<file path="src/verilog/icache_pkg.sv">
package icache_pkg;

    // fetch side widths
    parameter int ADDR_W   = 32;
    parameter int WORD_W   = 32;

    // line geometry
    parameter int LINE_W   = 128;              // four words per line
    parameter int OFFSET_W = 4;                // byte offset, bits 3:2 pick the word

    // lookup and miss sequencing
    typedef enum logic [2:0] {
        IC_IDLE      = 3'd0,                   // nothing under lookup
        IC_LOOKUP    = 3'd1,                   // tag compare on held address
        IC_WAIT_BUSY = 3'd2,                   // miss, L2 still busy
        IC_REFILL    = 3'd3,                   // fill unit owns L2
        IC_RESUME    = 3'd4                    // re-read refilled line
    } ic_state_e;

    // line collection from L2
    typedef enum logic [1:0] {
        FILL_IDLE  = 2'd0,
        FILL_BEATS = 2'd1,                     // request out, beats arriving
        FILL_WRITE = 2'd2                      // one cycle array write
    } fill_state_e;

endpackage

</file>
<file path="src/verilog/icache_fill.sv">
`timescale 1ns/1ps

module icache_fill import icache_pkg::*; #(
    parameter int INDEX_W = 8
) (
    input  logic                                  clk_tmp,
    input  logic                                  rst,
    input  logic                                  fill_start,
    input  logic [ADDR_W-1:0]                     fill_addr,
    input  logic                                  fill_way,
    output logic                                  fill_done,
    output logic                                  l2_req,
    output logic [ADDR_W-1:0]                     l2_addr,
    input  logic                                  l2_rvalid,
    input  logic [WORD_W-1:0]                     l2_rdata,
    output logic                                  we0,
    output logic                                  we1,
    output logic [INDEX_W-1:0]                    wr_index,
    output logic [ADDR_W-INDEX_W-OFFSET_W-1:0]    wr_tag,
    output logic [LINE_W-1:0]                     wr_line
);

    localparam int TAG_W = ADDR_W - INDEX_W - OFFSET_W;

    fill_state_e      state;
    logic [1:0]       beat_cnt;                // beats already taken
    logic             way_q;
    logic [LINE_W-1:0] line_q;
    logic             writing;

    assign writing   = (state == FILL_WRITE);
    assign fill_done = writing;                // same cycle as the array write
    assign we0       = writing && !way_q;
    assign we1       = writing && way_q;
    assign wr_index  = l2_addr[OFFSET_W +: INDEX_W];
    assign wr_tag    = l2_addr[ADDR_W-1 -: TAG_W];
    assign wr_line   = line_q;

    always_ff @(posedge clk_tmp) begin
        if (rst) begin
            state    <= FILL_IDLE;
            l2_req   <= 1'b0;
            beat_cnt <= '0;
        end else begin
            case (state)
                FILL_IDLE: begin
                    if (fill_start) begin
                        l2_req   <= 1'b1;
                        beat_cnt <= '0;
                        state    <= FILL_BEATS;
                    end
                end
                FILL_BEATS: begin
                    if (l2_rvalid) begin
                        l2_req   <= 1'b0;      // held only until first beat
                        beat_cnt <= beat_cnt + 2'd1;
                        if (beat_cnt == 2'd3) begin
                            state <= FILL_WRITE;
                        end
                    end
                end
                FILL_WRITE: state <= FILL_IDLE;
                default:    state <= FILL_IDLE;
            endcase
        end
    end

    // request address, way and line data
    always_ff @(posedge clk_tmp) begin
        if (state == FILL_IDLE && fill_start) begin
            l2_addr <= {fill_addr[ADDR_W-1:OFFSET_W], {OFFSET_W{1'b0}}};
            way_q   <= fill_way;
        end
        if (state == FILL_BEATS && l2_rvalid) begin
            line_q <= {l2_rdata, line_q[LINE_W-1:WORD_W]};  // word 0 ends at bottom
        end
    end

endmodule

</file>
<file path="config.mk">
export PLATFORM = sky130hd
export DESIGN_NAME = icache_fill
export DESIGN_NICKNAME = d
export VERILOG_FILES = /design/src/verilog/icache_pkg.sv /design/src/verilog/icache_fill.sv
export SDC_FILE = /design/constraint.sdc
export NUM_CORES = 1
export LEC_CHECK = 0
export ABC_AREA = 0
export BUFFER_PORTS_ARGS = -buffer_cell sky130_fd_sc_hd__buf_2
export CELL_PAD_IN_SITES_DETAIL_PLACEMENT = 0
export CELL_PAD_IN_SITES_GLOBAL_PLACEMENT = 2
export CORE_MARGIN = 10
export CORE_UTILIZATION = 28
export DETAILED_ROUTE_END_ITERATION = 7
export PLACE_DENSITY = 0.79
export SYNTH_ARGS = -nofsm -noshare
export SYNTH_HDL_FRONTEND = slang
export SYNTH_SLANG_ARGS = --single-unit
</file>
<file path="constraint.sdc">
create_clock -name clk_tmp -period 3.8 [get_ports clk_tmp]
set_input_delay 0.57 -clock clk_tmp [delete_from_list [all_inputs] [get_ports clk_tmp]]
set_output_delay 0.57 -clock clk_tmp [all_outputs]
set_load 0.005 [all_outputs]
</file>
== Word-level counts from Yosys, hierarchy flattened ==
Cells that the tools add are included.

* Bits in registers: 162
* Bits of input ports: 69
* Output and inout port bits: 192
* Logic and storage cells: 32

* $add $sub $neg: 1
* Equality and inequality tests: 6
* Mux-type cells: 10
* Reductions and logical operators: 9

{| class="wikitable"
|+ Operators with widths
! cell !! number
|-
| 2-bit two-way mux || 5
|-
| 2-bit case mux with 2 select lines || 2
|-
| 2-bit inequality test (second input constant) || 3
|-
| 3-bit AND reduction || 2
|-
| 2-bit equality test (second input constant) || 2
|-
| 1-bit logical AND || 4
|-
| 2-bit by 1-bit adder with 2-bit output (second input constant) || 1
|-
| 2-bit by 1-bit equality test with 1-bit output (second input constant) || 1
|-
| 2-bit logical NOT || 1
|-
| 1-bit two-way mux || 2
|-
| 1-bit case mux with 2 select lines || 1
|-
| 2-bit nonzero test || 1
|-
| 1-bit logical NOT || 1
|}

== Depth between registers and ports, before layout ==
Gate-level depths: netlist (run 1).

* Word-level depth: 4
* Mapped depth: 3
* Gate-level depth less buffers: 3

== Worst setup path after synthesis (run 1) ==
No wires, ideal clock.

* Path kind: input -> register
* From: input port l2_rvalid
* To: register line_q[0] (netlist: wr_line[0]), enable pin
* Library setup time: 481 ps
* Data arrival time: 3146 ps
* Data required time: 3319 ps
* Slack: 173 ps
* Stages: 2
* Buffers on the path: 0
* Cell sequence: nand3b_1 inv_1

* Longest elaborated chain between the ends: 1

{| class="wikitable"
|+ Ends and longest elaborated chain
! element !! line !! source
|-
| start, declared || icache_fill.sv:14 || <nowiki>input logic l2_rvalid,</nowiki>
|-
| 1-bit logical AND || icache_fill.sv:74 || <nowiki>if (state == FILL_BEATS && l2_rvalid) begin</nowiki>
|-
| end signal, assigned || icache_fill.sv:75 || <nowiki>line_q <= {l2_rdata, line_q[LINE_W-1:WORD_W]};</nowiki>
|-
| end, declared || icache_fill.sv:28 || <nowiki>logic [LINE_W-1:0] line_q;</nowiki>
|}

No other way between the ends.
A chain may end at the register's enable or synchronous reset.

== Final worst setup path (run 1) ==
* From: register state[0]
* To: register line_q[26] (netlist: wr_line[26]), enable pin

* Longest elaborated chain between the ends: 2

{| class="wikitable"
|+ Ends and longest elaborated chain
! element !! line !! source
|-
| start, declared || icache_fill.sv:25 || <nowiki>fill_state_e state;</nowiki>
|-
| start signal, assigned || icache_fill.sv:41 || <nowiki>state <= FILL_IDLE;</nowiki>
|-
| start signal, assigned || icache_fill.sv:50 || <nowiki>state <= FILL_BEATS;</nowiki>
|-
| start signal, assigned || icache_fill.sv:58 || <nowiki>state <= FILL_WRITE;</nowiki>
|-
| 2-bit by 1-bit equality test with 1-bit output || icache_fill.sv:74 ||
|-
| 1-bit logical AND || icache_fill.sv:74 ||
|}

No other way between the ends.

==> metrics, run 1 <==
status complete, no violations; flop2flop setup slack 1.72 ns; Worst path depth 3; Vias/cell 4.058; Cell variety after synth 22; PostCTS Resize Cnt 0; Max Cap Viol 0; Starting DRT DRC Count 186; clk_skew 0.007215 ns; Final nets 531; layout cells sized above 1 61.18%; # clock sinks 162; Mapped Area 5214 µm²; Chip Width 156.5 µm; worst setup path startpoint state[0]$_SDFFE_PP0P_; FILL cells 1688; routed vias 2857; most frequent cells in the layout 252 x buf_2, 157 x edfxtp_1, 17 x clkbuf_16; Routed WL 13.23 mm; LEAKAGE 2.865 nW; Syn Inst Count 217; RSZ-0062 raised after global routing no; minimum clock period 2.083 ns; DRT Pass-1 Iters 4; Syn-to-layout area delta 36.72%; Ports 261; Inserted Clock Buffers 17; wire per inst 18.79 µm; Worst-Skew Late Latency 0.41 ns; Critical R2R Capture wr_line[26]$_DFFE_PP_; Routed Antenna Nets 0; worst-path cell with the longest stage delay dfxtp_1; area occupied by multi-input gates 172.7 µm²; power density cells 540.7 nW/µm²; antenna violations before repair 3; vias in the first global route 3118; critical setup path kind reg -> reg; pin count of the biggest net entering global routing 80; final setup fails 0; row cnt 49; Min-Delay Startpoint l2_rdata[19]; Initial Utilization 28.73%; Max-slew headroom 58.52%; Final Slew Violations 0; Critical Path Max Stage Delay 0.53 ns; Root Buffer clkbuf_16; pre-CTS WS 1.541 ns; Worst Path Arrival 2.15 ns; Cell Chain, Critical Path nand3b_1 -> inv_4 -> buf_12; RR Startpoint state[0]$_SDFFE_PP0P_; TritonCTS clock tree built; WP data required 3.87 ns; # Post-CTS Setup Buffers 0; Post-CTS Hold Buffers 0; Yosys warning count 0; Top Family by Delay on Critical Path buffers and inverters; Max VDD drop 0.2818 mV; Buffers on Ports 252; global route total overflow 0; GP Congestion 0.7907; Sum Neg Setup Slack 0 ns; Die Span Y 156.5 µm; Remaining DRCs 0; CTS H-Tree Depth 4; CP max FO 79; Die ar. 24480 µm²; Tot GR Track Use 10.53%; endpoint type of the worst setup path register; final hold vios 0; WP buf/inv 2; setup ws final 1.717 ns; Avg Inst Size Synth 24.03 µm²; Hold Path End wr_line[115]$_DFFE_PP_; fin crit share 54.83%; Std-Cell Core Area 18150 µm²; maximum clock rate 480.0 MHz; worst slew pin tran 0.6223 ns; FF-to-FF path depth 3; global-route wire length before repair 19.22 mm; worst min-delay path class in -> reg; register area 4815 µm²; hold depth 1; Clock Path Buffers 2; sequential-to-total area share from yosys stat 92.34%; Worst-path clk slew 0.07 ns; hpwl dp 10.37 mm; #FFs+latches synth 162; most common cell after layout, fill and taps aside buf_2; crit path launch type register
-- cell families (layout without fill, tap and decap cells) --
group                    after synthesis  count (layout)  share of synthesized area [%]
flip-flops                           162             162                          92.34
buffers and inverters                 33             287                          4.680
AND/OR/NAND/NOR                       14              14                          2.064
AO/OA/AOI/OAI                          6               6                         0.6000
adder cells (fa/ha/maj)                1               1                         0.2399
other                                  1               5                        0.07193
-- power by group --
part           leakage [nW]  switching [mW]  total (mW)  internal, mW
Combinational          1.08          0.0958       0.174        0.0781
Sequential             1.50          0.0312        2.07          2.04
Clock                 0.281           0.702        1.61         0.908
-- state kept, by name, summed over array words and instances, names as in the netlist --
signal / count
l2_req: 1
wr_line: 128
way_q: 1
beat_cnt: 2
l2_addr: 28
state: 2
-- how the worst max path moves through the flow --
stage,end
after global placement,wr_line[89]$_DFFE_PP_
after floorplan,wr_line[0]$_DFFE_PP_
after CTS,wr_line[2]$_DFFE_PP_
after detailed placement,wr_line[116]$_DFFE_PP_
after global routing,wr_line[2]$_DFFE_PP_
final,wr_line[26]$_DFFE_PP_
-- worst register-to-register path, stage by stage, from the launching register on --
cell	delay, ns
dfxtp_1	0.53
nand3b_1	0.23
inv_4	0.50
buf_12	0.43
-- cell usage after synthesis --
cell,number,area (µm²)
dfxtp_1,5,100.1
nor2_1,1,3.750
nand3_1,1,5.000
buf_4,32,240.2
nor3b_1,1,7.510
nor3b_2,1,12.51
o21ai_1,3,15.01
conb_1,1,3.750
nor2b_1,1,6.260
and2_1,1,6.260
a31oi_1,1,6.260
nor4b_2,1,15.01
nor2b_2,1,8.760
ha_1,1,12.51
nand4b_1,1,8.760
and2b_1,1,7.510
edfxtp_1,157,4715
nor3_1,1,5.000
a21oi_1,2,10.01
nor2_2,1,6.260
nand3b_1,2,15.01
inv_1,1,3.750
-- metrics by stage --
step	power [mW]	utilization [%]	instance area (µm²)	std cells	hold slack [ns]
floorplan	2.174	-	5225	220	0.4521
global placement	2.281	36.20	6569	671	0.4261
detailed placement	2.289	36.20	6569	671	0.4272
CTS	3.908	39.27	7126	703	0.3028
global route	4.014	39.27	7126	703	0.2986
finish	3.854	39.28	7128	704	0.3264
-- per-layer routing --
layer	vias to the layer above	routed length [µm]	GRT usage, %
li1	1301	-	-
met1	1384	4668	10.48
met2	144	6720	17.45
met3	26	1456	5.674
met4	2	374	5.618
met5	-	10	0
-- layout make-up --
type	instances	share of cell area, %
Tap cell	229	4.020
Sequential cell	162	67.54
Multi-Input combinational cell	25	2.422
Clock buffer	17	5.968
Antenna cell	1	0.03511
Clock inverter	15	1.843
Inverter	1	0.08777
Timing Repair Buffer	254	18.08
Note: power is estimated with default switching activity, not from simulation.
==> inputs of run 2 (changes only) <==
- CORE_UTILIZATION: 28 -> 31
- PLACE_DENSITY: 0.79 -> 0.82
- clock period: 3.8 -> 2 ns (I/O delays scaled with it)
==> run 2 against run 1 <==
  * Via count up 0.95%
  * Routed wire length down 2.0%
  * Design area up 0.56%
  * Largest cell class unchanged
==> metrics, run 2 (synthesis gave the netlist of run 1 again) <==
status complete, no violations; Max Cap Viol 0 (unchanged); TritonCTS clock tree built; clk_skew 0.006845 ns (-0.0003702 ns); Std-Cell Core Area 16520 µm² (-8.9%); wire per inst 18.57 µm (-1.2%); Post-CTS Hold Buffers 0 (unchanged); Initial Utilization 31.55% (+2.8 points); # Post-CTS Setup Buffers 0 (unchanged); vias in the first global route 3044 (-2.4%); Syn-to-layout area delta 37.48%; Sum Neg Setup Slack 0 ns (unchanged); Die Span Y 149.7 µm (-4.3%); global-route wire length before repair 18.42 mm (-4.2%); pin count of the biggest net entering global routing 56 (-30%); crit path launch type register; Max VDD drop 0.5097 mV (+81%); Worst-path clk slew 0.06 ns (about the same); GP Congestion 0.9098 (+15%); power density cells 1027 nW/µm² (+90%); most frequent cells in the layout 252 x buf_2, 157 x edfxtp_1, 17 x clkbuf_16; minimum clock period 1.638 ns; Inserted Clock Buffers 17 (unchanged); Die ar. 22410 µm² (-8.5%); WP data required 1.70 ns (-2.17 ns); LEAKAGE 2.868 nW (about the same); Final Core Density 43.38% (+4.1 points); Final Slew Violations 0 (unchanged); PostCTS Resize Cnt 0 (unchanged); worst min-delay path class in -> reg; hpwl dp 10.31 mm (-0.54%); Starting DRT DRC Count 203 (+9.1%); antenna violations before repair 1 (-2); CTS H-Tree Depth 4 (unchanged); max reg flops 128 (unchanged); RSZ-0062 raised after global routing no; Worst Path Arrival 1.34 ns (-0.81 ns); DRT Pass-1 Iters 6 (+2); Cell Chain, Critical Path nor2b_2 -> and2b_1 -> buf_2; CP max FO 8 (-90%); Routed Antenna Nets 0 (unchanged); Buffers on Ports 252 (unchanged); # clock sinks 162 (unchanged); Critical Path Max Stage Delay 0.51 ns (-0.02 ns); final setup fails 0 (unchanged); Top Family by Delay on Critical Path flip-flops; FILL cells 1508 (-11%); Remaining DRCs 0 (unchanged); final hold vios 0 (unchanged); Tot GR Track Use 11.06% (+0.54 points); WP buf/inv 1 (-1); Routed WL 12.96 mm (-2.0%); maximum clock rate 610.5 MHz; Ports 261 (unchanged); layout cells sized above 1 60.80% (-0.38 points); routed vias 2884 (+0.95%); endpoint type of the worst setup path primary output; Root Buffer clkbuf_16; Clock Path Buffers 2 (unchanged); Final nets 534 (+0.56%); row cnt 47 (-4.1%); critical setup path kind reg -> out; global route total overflow 0 (unchanged); Chip Width 149.7 µm (-4.3%); Worst-Skew Late Latency 0.40 ns (about the same); most common cell after layout, fill and taps aside buf_2; Vias/cell 4.132 (+1.8%); fin crit share 81.90%; worst-path cell with the longest stage delay dfxtp_1
## run 2: cell count changes in the layout (fill, tap and decap cells not counted), moves of 2 or more
cell,previous run,this run
clkinv_2,5,1
clkbuf_1,0,3
clkinvlp_4,0,3
buf_4,1,3
## run 2: final cells by class
cell class | count | area (µm²) | share of cell area, %
Clock inverter | 12 | 131.4 | 1.833
Multi-Input combinational cell | 25 | 172.7 | 2.409
Tap cell | 220 | 275.3 | 3.840
Timing Repair Buffer | 257 | 1324 | 18.47
Sequential cell | 162 | 4818 | 67.22
Inverter | 1 | 7.507 | 0.1047
Antenna cell | 1 | 2.502 | 0.03491
Clock buffer | 20 | 436.7 | 6.092
## run 2: report_power, final
group          internal (mW)  total, mW  switching [mW]
logic                  0.155      0.336           0.181
clock network           1.84       3.09            1.25
registers               3.87       3.93          0.0592
## run 2: through the flow
stage	total power, mW	worst slack [ns]	cells	hold slack [ns]	cell area (µm²)
floorplan	4.126	-0.8272	220	0.3671	5233
global route	7.674	0.2489	697	0.03071	7166
finish	7.358	0.3621	698	0.06568	7168
global placement	4.341	0.3859	665	0.4248	6598
detailed placement	4.352	0.3596	665	0.4256	6598
CTS	7.480	0.3408	697	0.03857	7166
## run 2: worst register-to-register path: stages (launching register included)
cell	delay (ns)
dfxtp_1	0.51
nand3b_1	0.19
clkinvlp_4	0.25
buf_12	0.29
## run 2: layer usage
layer  vias up  GRT usage [%]  routed length, µm
li1       1306              -                  -
met1      1363          11.21               4611
met2       201          17.69               6154
met3        14          7.397               1952
met4         0          4.422                241
met5         -              0                  0
## run 2: worst paths after layout
check	endpoint	slack, ns	cells after the start	startpoint
setup / recovery	we0	0.36	3	state[0]$_SDFFE_PP0P_
setup reg to reg	wr_line[19]$_DFFE_PP_	0.37	3	state[0]$_SDFFE_PP0P_
hold reg to reg	wr_line[88]$_DFFE_PP_	0.44	0	wr_line[120]$_DFFE_PP_
hold / removal	wr_line[108]$_DFFE_PP_	0.07	1	l2_rdata[12]
