## src/verilog/icache_pkg.sv

```systemverilog
package icache_pkg;

    // fetch side widths
    parameter int ADDR_W   = 32;
    parameter int WORD_W   = 32;

    // line geometry
    parameter int LINE_W   = 128;              // four words per line
    parameter int OFFSET_W = 4;                // byte offset, bits 3:2 pick the word

    // lookup and miss sequencing
    typedef enum logic [2:0] {
        IC_IDLE      = 3'd0,                   // nothing under lookup
        IC_LOOKUP    = 3'd1,                   // tag compare on held address
        IC_WAIT_BUSY = 3'd2,                   // miss, L2 still busy
        IC_REFILL    = 3'd3,                   // fill unit owns L2
        IC_RESUME    = 3'd4                    // re-read refilled line
    } ic_state_e;

    // line collection from L2
    typedef enum logic [1:0] {
        FILL_IDLE  = 2'd0,
        FILL_BEATS = 2'd1,                     // request out, beats arriving
        FILL_WRITE = 2'd2                      // one cycle array write
    } fill_state_e;

endpackage

```

## src/verilog/icache_ctrl.sv

```systemverilog
`timescale 1ns/1ps

module icache_ctrl import icache_pkg::*; #(
    parameter int INDEX_W = 8
) (
    input  logic                                  clk_tmp,
    input  logic                                  rst,
    input  logic                                  fetch_req,
    input  logic [ADDR_W-1:0]                     fetch_addr,
    output logic [WORD_W-1:0]                     fetch_data,
    output logic                                  fetch_valid,
    output logic                                  miss_stall,
    output logic [INDEX_W-1:0]                    lookup_index,
    input  logic [ADDR_W-INDEX_W-OFFSET_W-1:0]    tag0,
    input  logic [ADDR_W-INDEX_W-OFFSET_W-1:0]    tag1,
    input  logic                                  valid0,
    input  logic                                  valid1,
    input  logic [LINE_W-1:0]                     line0,
    input  logic [LINE_W-1:0]                     line1,
    input  logic                                  victim_way,
    output logic                                  hit_en,
    output logic                                  hit_way,
    input  logic                                  l2_busy,
    output logic                                  fill_start,
    output logic [ADDR_W-1:0]                     fill_addr,
    output logic                                  fill_way,
    input  logic                                  fill_done
);

    localparam int TAG_W = ADDR_W - INDEX_W - OFFSET_W;

    ic_state_e          state;
    logic [ADDR_W-1:0]  req_addr;              // address under lookup
    logic [ADDR_W-1:0]  pend_addr;             // accepted on the miss edge
    logic               pend_valid;
    logic [TAG_W-1:0]   req_tag;
    logic [1:0]         word_sel;
    logic               hit0;
    logic               hit1;
    logic               hit;
    logic [LINE_W-1:0]  hit_line;
    logic [WORD_W-1:0]  hit_word;
    logic               accept;
    logic               lookup_hit;
    logic               lookup_miss;
    logic               load_req;
    logic [ADDR_W-1:0]  next_req;

    assign req_tag      = req_addr[ADDR_W-1 -: TAG_W];
    assign word_sel     = req_addr[OFFSET_W-1:2];
    assign lookup_index = req_addr[OFFSET_W +: INDEX_W];

    // two-way compare
    assign hit0     = valid0 && (tag0 == req_tag);
    assign hit1     = valid1 && (tag1 == req_tag);
    assign hit      = hit0 || hit1;
    assign hit_line = hit0 ? line0 : line1;
    assign hit_word = hit_line[word_sel*WORD_W +: WORD_W];

    assign accept      = fetch_req && !miss_stall;
    assign lookup_hit  = (state == IC_LOOKUP) && hit;
    assign lookup_miss = (state == IC_LOOKUP) && !hit;

    // LRU touch on normal hit and on the re-read after refill
    assign hit_en  = hit && (state == IC_LOOKUP || state == IC_RESUME);
    assign hit_way = !hit0;

    // start only once L2 is free
    assign fill_start = (state == IC_WAIT_BUSY) && !l2_busy;
    assign fill_addr  = req_addr;              // held through the whole miss

    // next address into lookup
    assign load_req = (state == IC_IDLE && accept) ||
                      (lookup_hit && accept) ||
                      (state == IC_RESUME && pend_valid);
    assign next_req = (state == IC_RESUME) ? pend_addr : fetch_addr;

    always_ff @(posedge clk_tmp) begin
        if (rst) begin
            state       <= IC_IDLE;
            fetch_valid <= 1'b0;
            miss_stall  <= 1'b0;
            pend_valid  <= 1'b0;
            fill_way    <= 1'b0;
        end else begin
            fetch_valid <= 1'b0;
            case (state)
                IC_IDLE: begin
                    if (accept) begin
                        state <= IC_LOOKUP;
                    end
                end
                IC_LOOKUP: begin
                    if (hit) begin
                        fetch_valid <= 1'b1;
                        if (!accept) begin
                            state <= IC_IDLE;
                        end
                    end else begin
                        miss_stall <= 1'b1;
                        fill_way   <= victim_way;     // victim frozen for the fill
                        pend_valid <= accept;
                        state      <= IC_WAIT_BUSY;
                    end
                end
                IC_WAIT_BUSY: begin
                    if (!l2_busy) begin
                        state <= IC_REFILL;
                    end
                end
                IC_REFILL: begin
                    if (fill_done) begin
                        state <= IC_RESUME;
                    end
                end
                IC_RESUME: begin
                    fetch_valid <= 1'b1;
                    miss_stall  <= 1'b0;
                    pend_valid  <= 1'b0;
                    state       <= pend_valid ? IC_LOOKUP : IC_IDLE;
                end
                default: state <= IC_IDLE;
            endcase
        end
    end

    // address and data registers
    always_ff @(posedge clk_tmp) begin
        if (load_req) begin
            req_addr <= next_req;
        end
        if (lookup_miss && accept) begin
            pend_addr <= fetch_addr;
        end
        if (lookup_hit || state == IC_RESUME) begin
            fetch_data <= hit_word;
        end
    end

endmodule

```

## config.mk

```make
export PLATFORM = sky130hd
export DESIGN_NAME = icache_ctrl
export DESIGN_NICKNAME = d
export VERILOG_FILES = /design/src/verilog/icache_pkg.sv /design/src/verilog/icache_ctrl.sv
export SDC_FILE = /design/constraint.sdc
export NUM_CORES = 1
export LEC_CHECK = 0
export ABC_AREA = 0
export ABC_CLOCK_PERIOD_IN_PS = 5600
export BUFFER_PORTS_ARGS = -buffer_cell sky130_fd_sc_hd__buf_2
export CAP_MARGIN = 40
export CORE_AREA = 2 2 163 165
export CTS_CLUSTER_DIAMETER = 150
export DETAILED_ROUTE_END_ITERATION = 16
export DIE_AREA = 0 0 165 167
export SLEW_MARGIN = 20
export SYNTH_ARGS = -nofsm -noshare
export SYNTH_HDL_FRONTEND = slang
export SYNTH_SLANG_ARGS = --single-unit
```

## constraint.sdc

```tcl
create_clock -name clk_tmp -period 5.6 [get_ports clk_tmp]
set_input_delay 0.28 -clock clk_tmp [delete_from_list [all_inputs] [get_ports clk_tmp]]
set_output_delay 0.28 -clock clk_tmp [all_outputs]
set_load 0.02 [all_outputs]
```

* Word level (Yosys, flattened, before mapping)
Index checks and enable logic that the tools add are counted.
Storage, ports and cells: register bits after elaboration 103, latch bits 0, RAM bits 0, memory bits (read-only) 0, output and inout port bits 78, logic and storage cells 61, memories kept 0
Operators by class: add/sub/neg operators 0, multiply operators 0, div/mod/pow operators 0, $lt $le $gt $ge 0, equality and inequality tests 11, shift-type cells 1, muxes and demuxes 15, bitwise gates (word level) 1, reduce and logical (&&, ||, !) cells 25
Operator list (count):
- 2-to-1 mux 128 bit | 1
- indexed part select 128 x 8 -> 32 bit | 1
- equality test 20 bit | 2
- 2-to-1 mux 32 bit | 1
- 2-to-1 mux 3 bit | 5
- one-hot mux 3 bit (5 select lines) | 1
- logical AND 1 bit | 11
- inequality test 2 bit, second input constant | 4
- equality test 3 x 2 -> 1 bit, second input constant | 2
- one-hot mux 1 bit (2 select lines) | 3
- logical OR 1 bit | 5
- zero test 1 bit | 4
- 2-to-1 mux 1 bit | 4
- AND reduction 2 bit | 2
- AND reduction 4 bit | 1
- equality test 3 x 1 -> 1 bit, second input constant | 1
- equality test 3 bit, second input constant | 1
- zero test 3 bit | 1
- inequality test 3 bit, second input constant | 1
- nonzero test 2 bit | 1
- inverter 1 bit | 1

* Logic depth before layout (Yosys ltp)
word-level depth 7, gate-level depth with buffers 9, depth with buffers taken out 8

* Worst setup path after synthesis
No wires, ideal clock.
kind register -> register, start point reg req_addr[25] (netlist: fill_addr[25]), end point reg pend_addr[0], enable pin, library setup time 0.463 ns, arrival time 3.831 ns, required time 5.137 ns, path slack 1.305 ns, cell stages (with the launch flop) 9, path buffers 1, clock period less this slack 4.295 ns, cell sequence edfxtp_1 -> nand2b_1 -> o2111ai_1 -> a2111oi_4 -> and3_1 -> buf_4 -> inv_2 -> nand2_1 -> nor3_1
On the way: word-level cells in the longest chain between the ends 6, elaborated cells between the ends (all ways) 8, classes of those cells eq/ne: 2; reduce/logical: 6
Ends and longest elaborated chain:
- start: declaration | line icache_ctrl.sv:33 | logic [ADDR_W-1:0] req_addr;
- start signal: assignment | line icache_ctrl.sv:130 | req_addr <= next_req;
- equality test 20 bit, on equally long branches | line icache_ctrl.sv:54, icache_ctrl.sv:55
- logical AND 1 bit, on equally long branches | line icache_ctrl.sv:54, icache_ctrl.sv:55
- logical OR 1 bit (*) | line icache_ctrl.sv:56 | assign hit = hit0 || hit1;
- zero test 1 bit (*) | line icache_ctrl.sv:62 | assign lookup_miss = (state == IC_LOOKUP) && !hit;
- logical AND 1 bit (*) | line icache_ctrl.sv:62
- logical AND 1 bit (*) | line icache_ctrl.sv:132 | if (lookup_miss && accept) begin
- end signal: assignment | line icache_ctrl.sv:133 | pend_addr <= fetch_addr;
- end: declaration | line icache_ctrl.sv:34 | logic [ADDR_W-1:0] pend_addr;
Every way passes the cells marked *; elsewhere a longest branch is shown, timed or not. A chain may end at the register's enable or synchronous reset.

* Worst setup path in the final report
start point reg req_addr[17] (netlist: fill_addr[17]), end point reg fetch_data[13], enable pin
On the way: word-level cells in the longest chain between the ends 5, elaborated cells between the ends (all ways) 7, classes of those cells eq/ne: 2; reduce/logical: 5
Ends and longest elaborated chain:
- equality test 20 bit, on equally long branches | line icache_ctrl.sv:54, icache_ctrl.sv:55
- logical AND 1 bit, on equally long branches | line icache_ctrl.sv:54, icache_ctrl.sv:55
- logical OR 1 bit (*) | line icache_ctrl.sv:56
- logical AND 1 bit (*) | line icache_ctrl.sv:61 | assign lookup_hit = (state == IC_LOOKUP) && hit;
- logical OR 1 bit (*) | line icache_ctrl.sv:135 | if (lookup_hit || state == IC_RESUME) begin
- end signal: assignment | line icache_ctrl.sv:136 | fetch_data <= hit_word;
- end: declaration | line icache_ctrl.sv:10 | output logic [WORD_W-1:0] fetch_data,
Marks and branches as above.

==> tab_implementation.tex <==
\begin{tabular}{lr}
\hline
Metric & Value \\
\hline
\multicolumn{2}{l}{\textbf{Die}} \\
\quad Die boundary width & 165 µm \\
\quad Area of the die & 0.0276 mm² \\
\quad Std-Cell Core Area & 0.0258 mm² \\
\quad Starting Density & 24.6\% \\
\quad I/O Pins & 414 \\
\quad Die Height & 167 µm \\
\quad \# rows & 59 \\
\multicolumn{2}{l}{\textbf{Placement}} \\
\quad Post-placement worst setup slack & 2.16 ns \\
\quad Estimated wirelength of the detail-placed design & 20400 µm \\
\quad Count of input and output buffers & 413 \\
\quad Placed cell areas & 0.00868 mm² \\
\quad Weighted congestion reported at the end of routability-driven placement & 0.831 \\
\multicolumn{2}{l}{\textbf{Cells and area}} \\
\quad Final cell area excluding filler cells & 0.00898 mm² \\
\quad Fraction of final layout cells with drive strength greater than 1 & 49.9\% \\
\quad Post-layout net count & 1302 \\
\quad Area Overhead vs Synth & 41.9\% \\
\quad Filler Cell Count & 2693 \\
\multicolumn{2}{l}{\textbf{Yosys}} \\
\quad Post-synthesis instance area & 0.00633 mm² \\
\quad Biggest area consumer among synthesized cells & edfxtp\_1 \\
\quad Number of synthesized register bits & 103 \\
\quad Share of the synthesized area in the top cell type & 45.5\% \\
\quad Count of unique library cells instantiated by Yosys & 42 \\
\quad Cells taking the most area after synthesis & edfxtp\_1, a31oi\_1, and3\_1 \\
\quad Fraction of registers with async set/reset & 0\% \\
\quad Sequential cell area fraction in the yosys report & 47.8\% \\
\quad Synth Area per Inst & 10.7 µm² \\
\quad Number of warnings issued by yosys & 0 \\
\quad Post-Syn Nets & 925 \\
\quad Count of flip-flops with a built-in enable after synthesis & 96 \\
\quad Syn Inst Count & 589 \\
\quad Most used DFF post-synth & edfxtp\_1 \\
\multicolumn{2}{l}{\textbf{Power}} \\
\quad Power per Cell Area & 252 mW/mm² \\
\quad Worst IR Drop VDD & 0.135 mV \\
\quad Clock group share of total power & 28.7\% \\
\quad Sequential share of power & 43.5\% \\
\quad Internal power & 1.52 mW \\
\quad Proportion of total power due to net switching & 32.7\% \\
\quad Leakage power & 4.10 nW \\
\quad Total net switching power & 739 µW \\
\quad Combinational Power Share & 27.8\% \\
\quad Final Power & 2.26 mW \\
\multicolumn{2}{l}{\textbf{Clock tree}} \\
\quad Resize count post-CTS & 0 \\
\quad TritonCTS clock tree & yes \\
\quad Clock input transition at the sequential cells of the worst setup and hold paths & 0.08 ns \\
\quad Max Root-Sink Buffers & 2 \\
\quad Number of buffers added to fix hold violations after cts & 0 \\
\quad \# H-tree levels & 3 \\
\quad Clock tree root buffer cell & clkbuf\_16 \\
\quad Number of setup buffers added after CTS & 0 \\
\quad Source-to-sink clock delay at the later pin of the worst-skew pair & 0.36 ns \\
\quad Clock Sink Count & 103 \\
\quad Inserted Clock Buffers & 9 \\
\multicolumn{2}{l}{\textbf{STA}} \\
\quad Max Clock Skew & 0.0175 ns \\
\quad Number of max-slew violations in the final report & 0 \\
\quad Unrepaired setup endpoints after global routing & no \\
\quad Hold violation total from the final report & 0 \\
\quad Least setup slack across all paths after layout & 2.14 ns \\
\quad Measured slew at the worst slew-check pin & 0.707 ns \\
\quad Post-route setup TNS & 0 ns \\
\quad Final setup vio count & 0 \\
\quad Maximum clock frequency & 289 MHz \\
\quad Slew HR & 52.9\% \\
\quad Final min period & 3.46 ns \\
\quad Tcrit/Tclk final & 61.8\% \\
\multicolumn{2}{l}{\textbf{Route}} \\
\quad Antenna Nets Post-Route & 0 \\
\quad Vias after detailed routing & 6508 \\
\quad 1st-iter DRT viols & 483 \\
\quad Post-DR wirelength/cell & 20.5 µm \\
\quad Aggregate routed wire length & 26800 µm \\
\quad Number of vias per cell after detailed routing & 4.98 \\
\quad DRC errors left & 0 \\
\quad Number of detailed-routing iterations run before antenna repair & 5 \\
\multicolumn{2}{l}{\textbf{Global routing}} \\
\quad Largest net degree at the start of global routing & 65 \\
\quad Via count of the first global-routing pass & 6379 \\
\quad First-pass GRT wire length & 37500 µm \\
\quad GRT overflow & 0 \\
\quad Global router's overall resource usage & 18.2\% \\
\quad Antenna violations before repair & 4 \\
\multicolumn{2}{l}{\textbf{Setup path}} \\
\quad Arrival @ worst endpoint & 3.47 ns \\
\quad Maximum net fanout on the critical path & 51 \\
\quad Capturing element type of the critical path & register \\
\quad Bufs and invs on worst path & 2 \\
\quad CP top delay family & simple AND/OR/NAND/NOR gates \\
\quad Slowest library cell on the worst path & and3\_4 \\
\quad Cell breakdown of the critical path & xnor2\_1 > nand4\_1 > nor3\_1 > and3\_4 > inv\_2 > nand2\_1 > a21o\_1 > buf\_4 \\
\quad Delay contributed by the slowest stage of the critical path & 0.68 ns \\
\quad Start-to-end type of the worst setup path & register to register \\
\quad Category of the worst setup path launch point & register \\
\quad Worst endpoint required time & 5.61 ns \\
\multicolumn{2}{l}{\textbf{Outcome}} \\
\quad Result of the run & finished, final reports clean \\
\multicolumn{2}{l}{\textbf{Min path}} \\
\quad Type of the tightest min-delay check & primary input to register \\
\multicolumn{2}{l}{\textbf{Run}} \\
\quad Max-capacitance violation count & 0 \\
\hline
\end{tabular}
cells in the final DEF, fill, tap and decap left out, types with 2 or more instances in the layout:
cell / netlist / final
nor4_1: 3 / 3
and3_1: 65 / 64
buf_2: 4 / 414
xnor2_1: 27 / 27
nor4b_1: 2 / 2
dfxtp_1: 7 / 7
clkinv_4: 0 / 2
nand2_1: 68 / 68
mux2_2: 32 / 32
mux2i_1: 32 / 32
edfxtp_1: 96 / 96
nor2_4: 0 / 2
o21a_1: 2 / 2
buf_4: 14 / 12
nor3_1: 4 / 3
diode_2: 0 / 2
nand4_1: 7 / 7
o2111ai_1: 2 / 2
inv_1: 7 / 6
nor2_1: 9 / 7
a21oi_1: 3 / 3
nand3_1: 2 / 2
inv_2: 1 / 2
inv_6: 0 / 2
xor2_1: 8 / 8
a31oi_1: 96 / 96
clkbuf_16: 0 / 9
a32o_1: 32 / 32
nand2b_1: 7 / 7
power by group through the flow:
stage	clock [mW]	sequential (mW)	combinational [mW]
2_1_floorplan	0	1.03	0.309
3_3_place_gp	0	0.997	0.624
3_5_place_dp	0	1.00	0.634
4_1_cts	0.686	0.985	0.636
5_1_grt	0.700	0.993	0.679
6_report	0.649	0.984	0.629
final cells by class:
class / count / area [µm²] / share of cell area, %
antenna: 2 / 5.00 / 0.0557
clock buffer: 10 / 229 / 2.55
clock inverter: 6 / 62.6 / 0.697
inverter: 8 / 30.0 / 0.334
multi-input combinational: 416 / 3000 / 33.4
sequential: 103 / 3020 / 33.7
tap: 335 / 419 / 4.67
timing repair buffer: 428 / 2210 / 24.6
state kept, by name, indices dropped and copies added, names as in the netlist:
register	count
fetch_data	32
fetch_valid	1
fill_addr	32
fill_way	1
miss_stall	1
pend_addr	32
pend_valid	1
state	3
per-stage QoR:
stage          std cells  utilization (%)  hold WS (ns)
3_5_place_dp        1290             33.7         0.464
6_report            1308             34.9         0.110
5_1_grt             1307             34.9        0.0905
2_1_floorplan        589                -         0.349
4_1_cts             1306             34.8        0.0839
3_3_place_gp        1287             33.5         0.459
routing by layer:
layer / share of wire [%] / vias to the layer above / global-route usage [%]
met5: 0.10 / - / 0
met4: 2.4 / 4 / 6.09
met3: 9.6 / 33 / 4.93
met2: 49 / 365 / 31.8
met1: 39 / 3053 / 21.4
li1: - / 3053 / -
synthesized netlist by cell type (all sizes together) (3+ instances only):
cell,n
a31oi,96
edfxtp,96
nand2,68
and3,65
clkbuf,40
a32o,32
mux2,32
mux2i,32
xnor2,27
buf,22
nor2,9
inv,8
xor2,8
dfxtp,7
nand2b,7
nand4,7
nor3,4
a21oi,3
nand3,3
nor4,3
cells by family after synthesis:
family	Yosys count	synth area share, %
AO/OA/AOI/OAI	145	16.9
AND/OR/NAND/NOR	172	14.1
flip-flops	103	47.8
buffers and inverters	70	5.59
multiplexers	64	10.8
XOR/XNOR	35	4.84
final timing paths:
kind	endpoint	slack, ns	depth (start not counted)	from
worst max-delay path	fetch_data[13]	2.14	8	fill_addr[17]
worst max register to register	fetch_data[13]	2.14	8	fill_addr[17]
worst min register to register	pend_valid	0.48	2	pend_valid
worst min-delay path	pend_addr[14]	0.11	1	fetch_addr[14]
(Power assumes the default switching activity.)
